--- src/logic/count_gen.sv ---
/*
 * Free-running count source in the fabric clock domain.
 * Counts while enable is high and strobes count_valid with every new word.
 */

`timescale 1ns/1ps

module count_gen #(
   parameter int unsigned WIDTH = 3           // Count word width, 3 to 10
) (
   input  logic             pll_clk_div3,     // Fabric clock
   input  logic             reset_buf_n,      // Async reset, active low
   input  logic             enable,           // Count enable, buffered
   output logic [WIDTH-1:0] count,            // Word handed to the serializer
   output logic             count_valid       // High while count is fresh
);

   logic [WIDTH-1:0] cnt;                     // Running counter

   // Counter wraps mod 2^WIDTH and holds while disabled
   always_ff @(posedge pll_clk_div3 or negedge reset_buf_n) begin
      if (!reset_buf_n) begin
         cnt         <= '0;
         count       <= '0;
         count_valid <= 1'b0;
      end else begin
         count_valid <= enable;               // Registered enable is the strobe
         if (enable) begin
            count <= cnt;                     // Pre-increment value goes out
            cnt   <= cnt + 1'b1;              // Natural wrap
         end
      end
   end

endmodule : count_gen

--- config.mk ---
export PLATFORM = sky130hd
export DESIGN_NAME = count_gen
export DESIGN_NICKNAME = d
export VERILOG_FILES = /design/src/logic/count_gen.sv
export SDC_FILE = /design/constraint.sdc
export NUM_CORES = 1
export LEC_CHECK = 0
export BUFFER_PORTS_ARGS = -buffer_cell sky130_fd_sc_hd__buf_2
export CAP_MARGIN = 15
export CORE_AREA = 2 2 39 41
export CTS_BUF_LIST = sky130_fd_sc_hd__clkbuf_8 sky130_fd_sc_hd__clkbuf_16
export DETAILED_ROUTE_END_ITERATION = 16
export DIE_AREA = 0 0 41 43
export SYNTH_ARGS = -nofsm -noshare
export SYNTH_HDL_FRONTEND = slang
export SYNTH_SLANG_ARGS = --single-unit
export TNS_END_PERCENT = 1
--- constraint.sdc ---
create_clock -name pll_clk_div3 -period 2.1 [get_ports pll_clk_div3]
set_clock_uncertainty 0.2 [all_clocks]
set_input_delay 0.21 -clock pll_clk_div3 [delete_from_list [all_inputs] [get_ports pll_clk_div3]]
set_output_delay 0.21 -clock pll_clk_div3 [all_outputs]
set_load 0.005 [all_outputs]
==> Flow_metrics.wiki <==
{| class="wikitable"
! Metric !! Value
|-
| Outcome || finished, final reports clean
|-
| Minimum hold slack || 17.0 ps
|-
| Number of buffers between clock root and the deepest sink || 2
|-
| Sum of negative setup slack || 0 ps
|-
| Drc violations || 0
|-
| Shortest period the worst path allows || roughly 1300 ps
|-
| Largest net degree at the start of global routing || 8
|-
| Data required time at the worst endpoint || 2010 ps
|-
| Sequential Area || 175 um2
|-
| Vias post-DR || 152
|-
| Fraction of layout cells with a size suffix above 1 || around 50%
|-
| Die Area || ~1800 um2
|-
| Count of flip-flops with a built-in enable after synthesis || 0
|-
| Inserted Diodes || 0
|-
| Net count after synthesis || 20
|-
| All-layer global routing usage || 6.39%
|-
| P_leak || 0.185 nW
|-
| Num Clock Sinks || 7
|-
| Height of the die || about 43 um
|-
| Max-Slew Margin vs Limit || 87.7%
|-
| Total number of H-tree levels || 1
|-
| Most frequent cell after synthesis || dfrtp_1
|-
| Final standard cell count with taps included and fillers excluded || 42
|-
| Transition time of the tightest slew-check pin || roughly 180 ps
|-
| Area share of the largest cell type after synthesis || between 60% and 70%
|-
| Slew Limit Fails || 0
|-
| Routed vias/inst || 3.62
|-
| Sequential share of the synthesized area || between 60% and 70%
|-
| Total overflow reported by the global router || 0
|-
| Post-detailed-routing wire length || ~440 um
|-
| Critical Path End Type || flip-flop
|-
| TritonCTS clock tree || done
|-
| Cell-internal power || 0.000429 W
|-
| Maximum fanout along the worst path || 3
|-
| Pwr Density || 1530 nW/um2
|-
| Worst Hold Class || input port to flip-flop
|-
| CP Data Arrival Time || approximately 1200 ps
|-
| Initial core utilization || 20.3%
|-
| Filler Cell Count || 138
|-
| Biggest area consumer among synthesized cells || dfrtp_1
|-
| CTS root buf || clkbuf_8
|-
| Sw Share || 25.1%
|-
| Number of max-cap violations || 0
|-
| Clock network latency to the later pin of the worst-skew pair || between 200 and 250 ps
|-
| Max frequency || 782 MHz
|-
| Flip-flop cell with the highest count after synthesis || dfrtp_1
|-
| Placed cell count || 37
|-
| Via count of the first global-routing pass || 156
|-
| Die width || a little over 40 um
|-
| Syn Area/Cell || 17.5 um2
|-
| Number of distinct library cells after synthesis || 7
|-
| Number of failing setup endpoints in the final timing report || 0
|-
| Top cells by count, synth || dfrtp_1, mux2_4
|-
| Routed len/inst || 10.6 um
|-
| Number of antenna violations at the first check in global routing || 0
|-
| Global-route wire length before repair || 655 um
|-
| Post-route clock period utilization || 60.9%
|-
| CTS clock-pin slew for the worst setup and hold paths || 40 ps
|-
| First-pass DRT Iterations || 1
|-
| RSZ-0062 raised after global routing || false
|-
| Largest vdd supply drop || 0.500 mV
|-
| Proportion of power drawn by flip-flops and latches || between 40% and 50%
|-
| Cells after synthesis || 16
|-
| Flip-flop and latch count after synthesis || 7
|-
| Total area of multi-input combinational cells || 93.8 um2
|-
| Port buffer count || 6
|-
| Final number of hold-violating endpoints || 0
|-
| Detailed Route Iter0 Violations || 0
|-
| Number of buffers added for setup after CTS || 0
|-
| Number of clock buffers inserted by TritonCTS || 3
|-
| Kind of start point of the critical path || flip-flop
|-
| Number of nets with antenna violations after detailed routing || 0
|-
| Weighted congestion at the end of routability-driven global placement || 0.570
|-
| Clock share of power || 31.8%
|-
| Sw power || 0.000144 W
|-
| IO Count || 7
|-
| Final #Nets || 31
|-
| R2R setup slack || 820 ps
|-
| # rows || 14
|-
| Portion of total power attributed to combinational logic || a little over a quarter
|-
| Top post-synthesis cells by area || dfrtp_1, mux2_4, ha_1
|-
| Async SR Flop Fraction || between 90% and 100%
|-
| Layout area overhead || 33.5%
|-
| Kind of critical path || flip-flop to flip-flop
|-
| Placeable core region || 1380 um2
|-
| Syn Std Cell Area || around 280 um2
|-
| Synth warn || 0
|}
area by class of cell:
class,count,share of cell area (%)
repair buffers,7,10.7
multi-input cells,8,25.1
flip-flops and latches,7,46.8
clock inverters,1,1.00
clock buffers,3,11.0
well taps,16,5.35
layer usage:
metal  track usage (%)  up-vias  part of all wire, %
li1                  -       72                    -
met3              3.14        0                  9.2
met1              8.31       73                   48
met5                 0        -                    0
met2              6.25        7                   43
met4              8.00        0                    0
state kept, by name, indices dropped and copies added, names as in the netlist:
| signal | cells |
|---|---|
| count | 3 |
| count_valid | 1 |
| cnt | 3 |
layout by cell type (no fill, tap or decap), drive strengths merged:
cell	count
nand2	1
mux2	4
dlygate4sd3	1
ha	1
xnor2	1
xor2	1
inv	1
clkbuf	3
buf	6
dfrtp	7
path summary, 6_finish.rpt:
kind / from / to / cells after the start
max in group asynchronous: reset_buf_n / count_valid / 2
min reg2reg: cnt[2] / cnt[2] / 1
min in group asynchronous: reset_buf_n / count[1] / 2
max reg2reg: cnt[0] / cnt[1] / 2
max: cnt[0] / cnt[1] / 2
min: enable / count_valid / 1
cells by family (layout without fill, tap and decap cells):
group	after synthesis	after routing	share of synthesized area, %
xor gates and xnor gates	2	2	6.25
and+or+nand+nor	1	1	1.34
muxes	4	4	21.4
adders and majority gates	1	1	4.46
DFF	7	7	62.5
buffers and inverters	1	11	4.02
stage by stage:
step                      total power (W)  utilization (%)  cell area, um2  setup slack [ps]
after floorplan                  0.000340                -             280               867
after global placement           0.000380             23.1             319               858
after detailed placement         0.000395             23.1             319               819
after CTS                        0.000584             27.0             374               814
after global routing             0.000608             27.0             374               796
final                            0.000573             27.0             374               821
power groups by stage:
stage	clock network (W)	logic, W	registers [W]
2_1_floorplan	0	0.000103	0.000236
6_report	0.000182	0.000151	0.000239
3_5_place_dp	0	0.000154	0.000241
3_3_place_gp	0	0.000144	0.000236
4_1_cts	0.000188	0.000154	0.000241
5_1_grt	0.000195	0.000166	0.000248
critical path, stage by stage, from the launching register on:
cell	delay, ps
dfrtp_1	400
ha_1	310
mux2_4	250
repair_timing:
action | CTS | global route
endpoints found under the setup margin | 0 | 0
hold buffers | 1 | 0
hold endpoints to repair | 7 | 0
gates resized for setup | 0 | 0
Note: power is estimated with default switching activity, not from simulation.
