===== config.mk =====
export PLATFORM = sky130hd
export DESIGN_NAME = out_delay_line
export DESIGN_NICKNAME = d
export VERILOG_FILES = /design/src/logic/serial_tx_pkg.sv /design/src/logic/out_delay_line.sv
export SDC_FILE = /design/constraint.sdc
export NUM_CORES = 1
export LEC_CHECK = 0
export ABC_AREA = 1
export BUFFER_PORTS_ARGS = -buffer_cell sky130_fd_sc_hd__buf_2
export CAP_MARGIN = 10
export CORE_UTILIZATION = 40
export CTS_CLUSTER_DIAMETER = 150
export DETAILED_ROUTE_END_ITERATION = 10
export GPL_TIMING_DRIVEN = 0
export SETUP_SLACK_MARGIN = 0.1
export SYNTH_ARGS = -nofsm -noshare
export SYNTH_HDL_FRONTEND = slang
export SYNTH_SLANG_ARGS = --single-unit

===== constraint.sdc =====
create_clock -name pll_clk -period 6.35 [get_ports pll_clk]
set_input_delay 1.27 -clock pll_clk [delete_from_list [all_inputs] [get_ports pll_clk]]
set_output_delay 1.27 -clock pll_clk [all_outputs]
set_load 0.01 [all_outputs]

===== src/logic/serial_tx_pkg.sv =====
/*
 * Shared types and constants for the serial count transmitter.
 * Modules import what they need inside the body. Port lists use scoped names.
 */

package serial_tx_pkg;

   // **************************************************************************
   // Delay line
   // **************************************************************************

   // Current tap count of the output delay line
   typedef logic [5:0] tap_t;

   // Highest legal tap, also the depth of the delay line
   localparam tap_t TAP_MAX = 6'd63;

   // **************************************************************************
   // Serializer
   // **************************************************************************

   // Serializer FSM, waiting for a word or shifting one out
   typedef enum logic {
      SER_IDLE  = 1'b0,                       // No burst, output disabled
      SER_SHIFT = 1'b1                        // Burst in progress, LSB first
   } ser_state_e;

endpackage : serial_tx_pkg

===== src/logic/out_delay_line.sv =====
/*
 * Programmable output delay of 0 to 63 pll_clk cycles.
 * Bit and output enable share the line so they stay aligned.
 * The tap is loaded, or stepped up and down with saturation.
 */

`timescale 1ns/1ps

module out_delay_line #(
   parameter serial_tx_pkg::tap_t DELAY = 6'd0   // Tap after reset or load
) (
   input  logic                pll_clk,       // Fast serial clock
   input  logic                reset_buf_n,   // Async reset, active low
   input  logic                dly_load,      // Reload DELAY, wins over adjust
   input  logic                dly_adj,       // Step the tap by one
   input  logic                dly_incdec,    // Step direction, 1 is up
   input  logic                ser_q,         // Serial bit in
   input  logic                ser_oe,        // Output enable in
   output logic                dly_q,         // Delayed bit
   output logic                dly_oe,        // Delayed enable
   output serial_tx_pkg::tap_t dly_tap        // Current tap
);

   import serial_tx_pkg::*;

   localparam int unsigned DEPTH = TAP_MAX;   // One stage per nonzero tap

   logic [DEPTH-1:0] line_q;                  // Bit history, [0] is 1 cycle old
   logic [DEPTH-1:0] line_oe;                 // Enable history

   // **************************************************************************
   // Tap control
   // **************************************************************************

   always_ff @(posedge pll_clk or negedge reset_buf_n) begin
      if (!reset_buf_n) begin
         dly_tap <= DELAY;
      end else if (dly_load) begin
         dly_tap <= DELAY;
      end else if (dly_adj) begin
         if (dly_incdec) begin
            if (dly_tap != TAP_MAX) begin
               dly_tap <= dly_tap + 1'b1;     // Saturate at top
            end
         end else if (dly_tap != '0) begin
            dly_tap <= dly_tap - 1'b1;        // Saturate at zero
         end
      end
   end

   // **************************************************************************
   // Delay stages
   // **************************************************************************

   always_ff @(posedge pll_clk or negedge reset_buf_n) begin
      if (!reset_buf_n) begin
         line_q  <= '0;
         line_oe <= '0;                       // No stale enable after reset
      end else begin
         line_q  <= {line_q[DEPTH-2:0], ser_q};
         line_oe <= {line_oe[DEPTH-2:0], ser_oe};
      end
   end

   // Tap zero bypasses the line
   always_comb begin
      if (dly_tap == '0) begin
         dly_q  = ser_q;
         dly_oe = ser_oe;
      end else begin
         dly_q  = line_q[dly_tap - 1'b1];     // Stage k holds k cycles delay
         dly_oe = line_oe[dly_tap - 1'b1];
      end
   end

endmodule : out_delay_line


==> parameters.txt <==
Parameter                              Value

Global routing
  Global router's overall resource usage    0.2133
  Wire length of the first global-routing pass    roughly 21 mm
  Initial antenna violation count    0
  Total grt overflow    0
  Via count of the first global-routing pass    around 3800
  Largest net degree at the start of global routing    96

Setup path
  Setup crit end kind    output port
  Critical path peak fanout    11
  Endpoint of the worst-slack reg-to-reg timing path    dly_tap[2]
  Startpoint class of the critical path    flop
  Required time reported for the critical path endpoint    a little over 5 ns
  R2r startpoint    dly_tap[0]
  Number of cells on the worst reg-to-reg path    8
  Setup Crit Path Kind    flop to output port
  R2R setup slack    approximately 3.9 ns
  Data arrival time at the worst-slack endpoint    about 3.5 ns

Pwr
  Total power after layout    0.002621 W
  Leakage power total    roughly 3.2 nW
  Reg power frac    0.348
  Cell-internal power    0.001761 W
  Net Sw Power    between 0.0008 and 0.0009 W
  Maximum resistive drop on vdd    ~0.00022 V
  Fraction of power spent switching nets    0.3283
  PwrDens    roughly 420 nW/um2
  Gate power share    0.258
  Clock network fraction of design power    0.395

Routing
  Final wirelength    around 13 mm
  Routed vias    3796
  Iteration count of the initial detailed-routing pass    5
  Detail-routed net length per standard cell    around 16 um
  Via-to-Cell Ratio    ~4.8
  DRC violations left    0
  Number of nets with antenna violations after routing    0
  First DRT Iteration DRCs    236

CTS
  Post-cts repair resize count    0
  Clock Sinks    about 130
  Register clock-pin slew on the reported worst setup and hold paths    about 0.06 ns
  CTS tree    done
  H-Tree Level Count    4
  CTS buffer count    17
  Clock latency on the worst-skew pair    0.42 ns
  Hold Buf Count CTS    0
  Maximum root-to-sink buffer count    2
  Buffer type at the clock tree root    sky130_fd_sc_hd__clkbuf_16
  Number of buffers added for setup after CTS    0

Synthesis
  Average cell area after synthesis    ~9.4 um2
  Distinct cells, synth    29
  Area share of the largest cell type after synthesis    0.6240
  Synth Cell Area    about 5300 um2
  Synthesized netlist net count    ~580
  Synth area leader    sky130_fd_sc_hd__dfrtp_1
  Sequential element share of the synthesized area    0.6240
  Register bit count reported by yosys    about 130
  Mapped Cells    565
  Main area contributors after synthesis    sky130_fd_sc_hd__dfrtp_1 62%, sky130_fd_sc_hd__nand2_1 14%, sky130_fd_sc_hd__nand3_1 8.7%, sky130_fd_sc_hd__inv_1 4.8%, sky130_fd_sc_hd__buf_2 1.6%
  Number of synthesis warnings    0

Die
  Count of standard-cell rows    41
  Horizontal extent of the die    between 100 and 150 um
  Top-Level Pins    15
  Core Box Area    between 10000 and 15000 um2
  Die area    13700 um2
  Die Y    117.0 um
  Starting density of the core    0.4144

STA
  Final-report hold violation count    0
  Final setup margin    between 1.5 and 2 ns
  Final critical-path share of the clock period    0.7521
  Total Neg Setup Slack    0 ns
  Final setup violation count    0
  Slew Viols, Final    0
  Highest Clock Rate    209.4 MHz
  Largest clock skew in the final design    about 0.0054 ns
  Setup repair after global routing missed its margin    no
  Period minus WS final    4.776 ns
  Worst Tran Pin Value    roughly 0.74 ns
  Slew margin rel.    0.5097

Placement
  Pre-CTS worst setup slack    approximately 2.0 ns
  RePlAce Congestion    around 0.86
  Sum of net half-perimeters after detailed placement    just under 8 mm
  Number of input and output port buffers inserted    13

Final layout
  Post-synthesis to final-layout area growth    17.77%
  Register Area    about 3300 um2
  Filler cell count    around 1200
  NumNets Final    just over 600
  Diode insertion count for antenna repair    0
  Multi-input gate area    1602 um2
  Ratio of cells with drive above 1 in the final layout    0.1293

Status
  Result of the run    finished, final reports clean

Worst hold path
  End point of the worst hold path    line_q[26]
  Launch instance of the worst min-delay path    line_q[25]
  Class of the tightest hold or removal check    flop to flop
  Worst hold path depth    0

Flow run
  Number of violations of the max-capacitance limit    0
[Yosys cell counts]
library cell                instances
sky130_fd_sc_hd__xnor2_1            1
sky130_fd_sc_hd__nand2_1          196
sky130_fd_sc_hd__nor4_4             1
sky130_fd_sc_hd__o21ai_4            1
sky130_fd_sc_hd__o21a_1             1
sky130_fd_sc_hd__xor2_2             1
sky130_fd_sc_hd__nor3_2             1
sky130_fd_sc_hd__nand4_1            1
sky130_fd_sc_hd__nand3_1           92
sky130_fd_sc_hd__nor2_1            11
sky130_fd_sc_hd__o21ai_1            9
sky130_fd_sc_hd__nor2_2             1
sky130_fd_sc_hd__xor2_1             3
sky130_fd_sc_hd__buf_6              1
sky130_fd_sc_hd__dfrtp_1          132
sky130_fd_sc_hd__inv_1             68
sky130_fd_sc_hd__o2111ai_1          1
sky130_fd_sc_hd__inv_2              3
sky130_fd_sc_hd__nand3_2            5
sky130_fd_sc_hd__o211ai_1           1
sky130_fd_sc_hd__o21ai_0            1
sky130_fd_sc_hd__nand2_4            1
sky130_fd_sc_hd__buf_2             17
sky130_fd_sc_hd__clkbuf_1           7
sky130_fd_sc_hd__a21oi_1            3
sky130_fd_sc_hd__ha_1               3
sky130_fd_sc_hd__nand4_4            1
sky130_fd_sc_hd__xnor2_2            1
sky130_fd_sc_hd__xor2_4             1
[logic make-up after synthesis]
group,share of synthesized area
fa+ha+maj,0.007091
compound gates,0.01985
buf+inv,0.07350
xor+xnor,0.01797
flops,0.6240
simple gates,0.2576
[final cells by class]
class,count,area share
multi-input combinational,337,0.2569
sequential,132,0.5298
inverter,71,0.04275
clock buffer,20,0.07164
timing repair buffer,14,0.01585
tap,172,0.03452
clock inverter,12,0.02890
buffer,25,0.01967
[power groups by stage]
stage,Combinational [W],Clock [W],Sequential [W]
after floorplan,0.000442,0,0.000921
after global placement,0.000668,0,0.000924
after detailed placement,0.000670,0,0.000925
after CTS,0.000674,0.00104,0.000911
after global routing,0.000753,0.00109,0.000917
final,0.000676,0.00103,0.000911
[worst max-delay path: stages, from the launching register on]
cell and delay [ns]:
sky130_fd_sc_hd__dfrtp_1 0.45, sky130_fd_sc_hd__inv_2 0.09, sky130_fd_sc_hd__buf_2 0.23, sky130_fd_sc_hd__buf_2 0.30, sky130_fd_sc_hd__ha_1 0.28, sky130_fd_sc_hd__buf_2 0.17, sky130_fd_sc_hd__inv_1 0.13, sky130_fd_sc_hd__clkbuf_1 0.53
sky130_fd_sc_hd__nand2_1 0.11, sky130_fd_sc_hd__nand3_1 0.10, sky130_fd_sc_hd__nand3_1 0.13, sky130_fd_sc_hd__nand3_1 0.13, sky130_fd_sc_hd__nand3_1 0.09, sky130_fd_sc_hd__nand2_1 0.10, sky130_fd_sc_hd__nand2_1 0.06, sky130_fd_sc_hd__nand2_1 0.06
sky130_fd_sc_hd__buf_2 0.12
[layer usage]
metal  vias up  share of wire  GRT usage
li1       1820              -          -
met1      1858           0.48     0.3050
met2       103           0.45     0.3128
met3        15          0.059    0.05922
met4         0          0.014    0.07426
met5         -              0          0
[flip-flops by register name (all words and copies together), names as in the netlist]
register,count
line_oe,63
line_q,63
dly_tap,6
[layout by cell type, fill, tap and decap left out, drive strengths merged]
cell type	netlist	routed
o21a	1	1
xnor2	2	2
clkinvlp	0	2
buf	18	32
nand2	197	197
o2111ai	1	1
a21oi	3	3
clkbuf	7	27
clkinv	0	6
nor3	1	1
ha	3	3
nand3	97	97
nor2	12	12
dfrtp	132	132
nand4	2	2
o211ai	1	1
inv	71	71
bufinv	0	4
o21ai	11	11
xor2	5	5
nor4	1	1
[worst max-delay path by stage]
| stage | slack [ns] | to | cells past startpoint | startpoint |
|---|---|---|---|---|
| after floorplan | 2.91 | dly_oe | 15 | dly_tap[0] |
| after CTS | 1.57 | dly_q | 16 | dly_tap[0] |
| final | 1.57 | dly_q | 16 | dly_tap[0] |
| after detailed placement | 2.04 | dly_q | 16 | dly_tap[0] |
| after global routing | 1.31 | dly_q | 16 | dly_tap[0] |
| after global placement | 2.02 | dly_q | 16 | dly_tap[0] |
[stage by stage]
step / instance area [um2] / utilization / std cells / hold WS (ns)
2_1_floorplan: 5294 / - / 565 / 0.3537
3_3_place_gp: 5574 / 0.4364 / 750 / 0.3559
3_5_place_dp: 5608 / 0.4390 / 751 / 0.3596
4_1_cts: 6235 / 0.4881 / 783 / 0.3711
5_1_grt: 6235 / 0.4881 / 783 / 0.3727
6_report: 6235 / 0.4881 / 783 / 0.3696
Note: power is estimated with default switching activity, not from simulation.
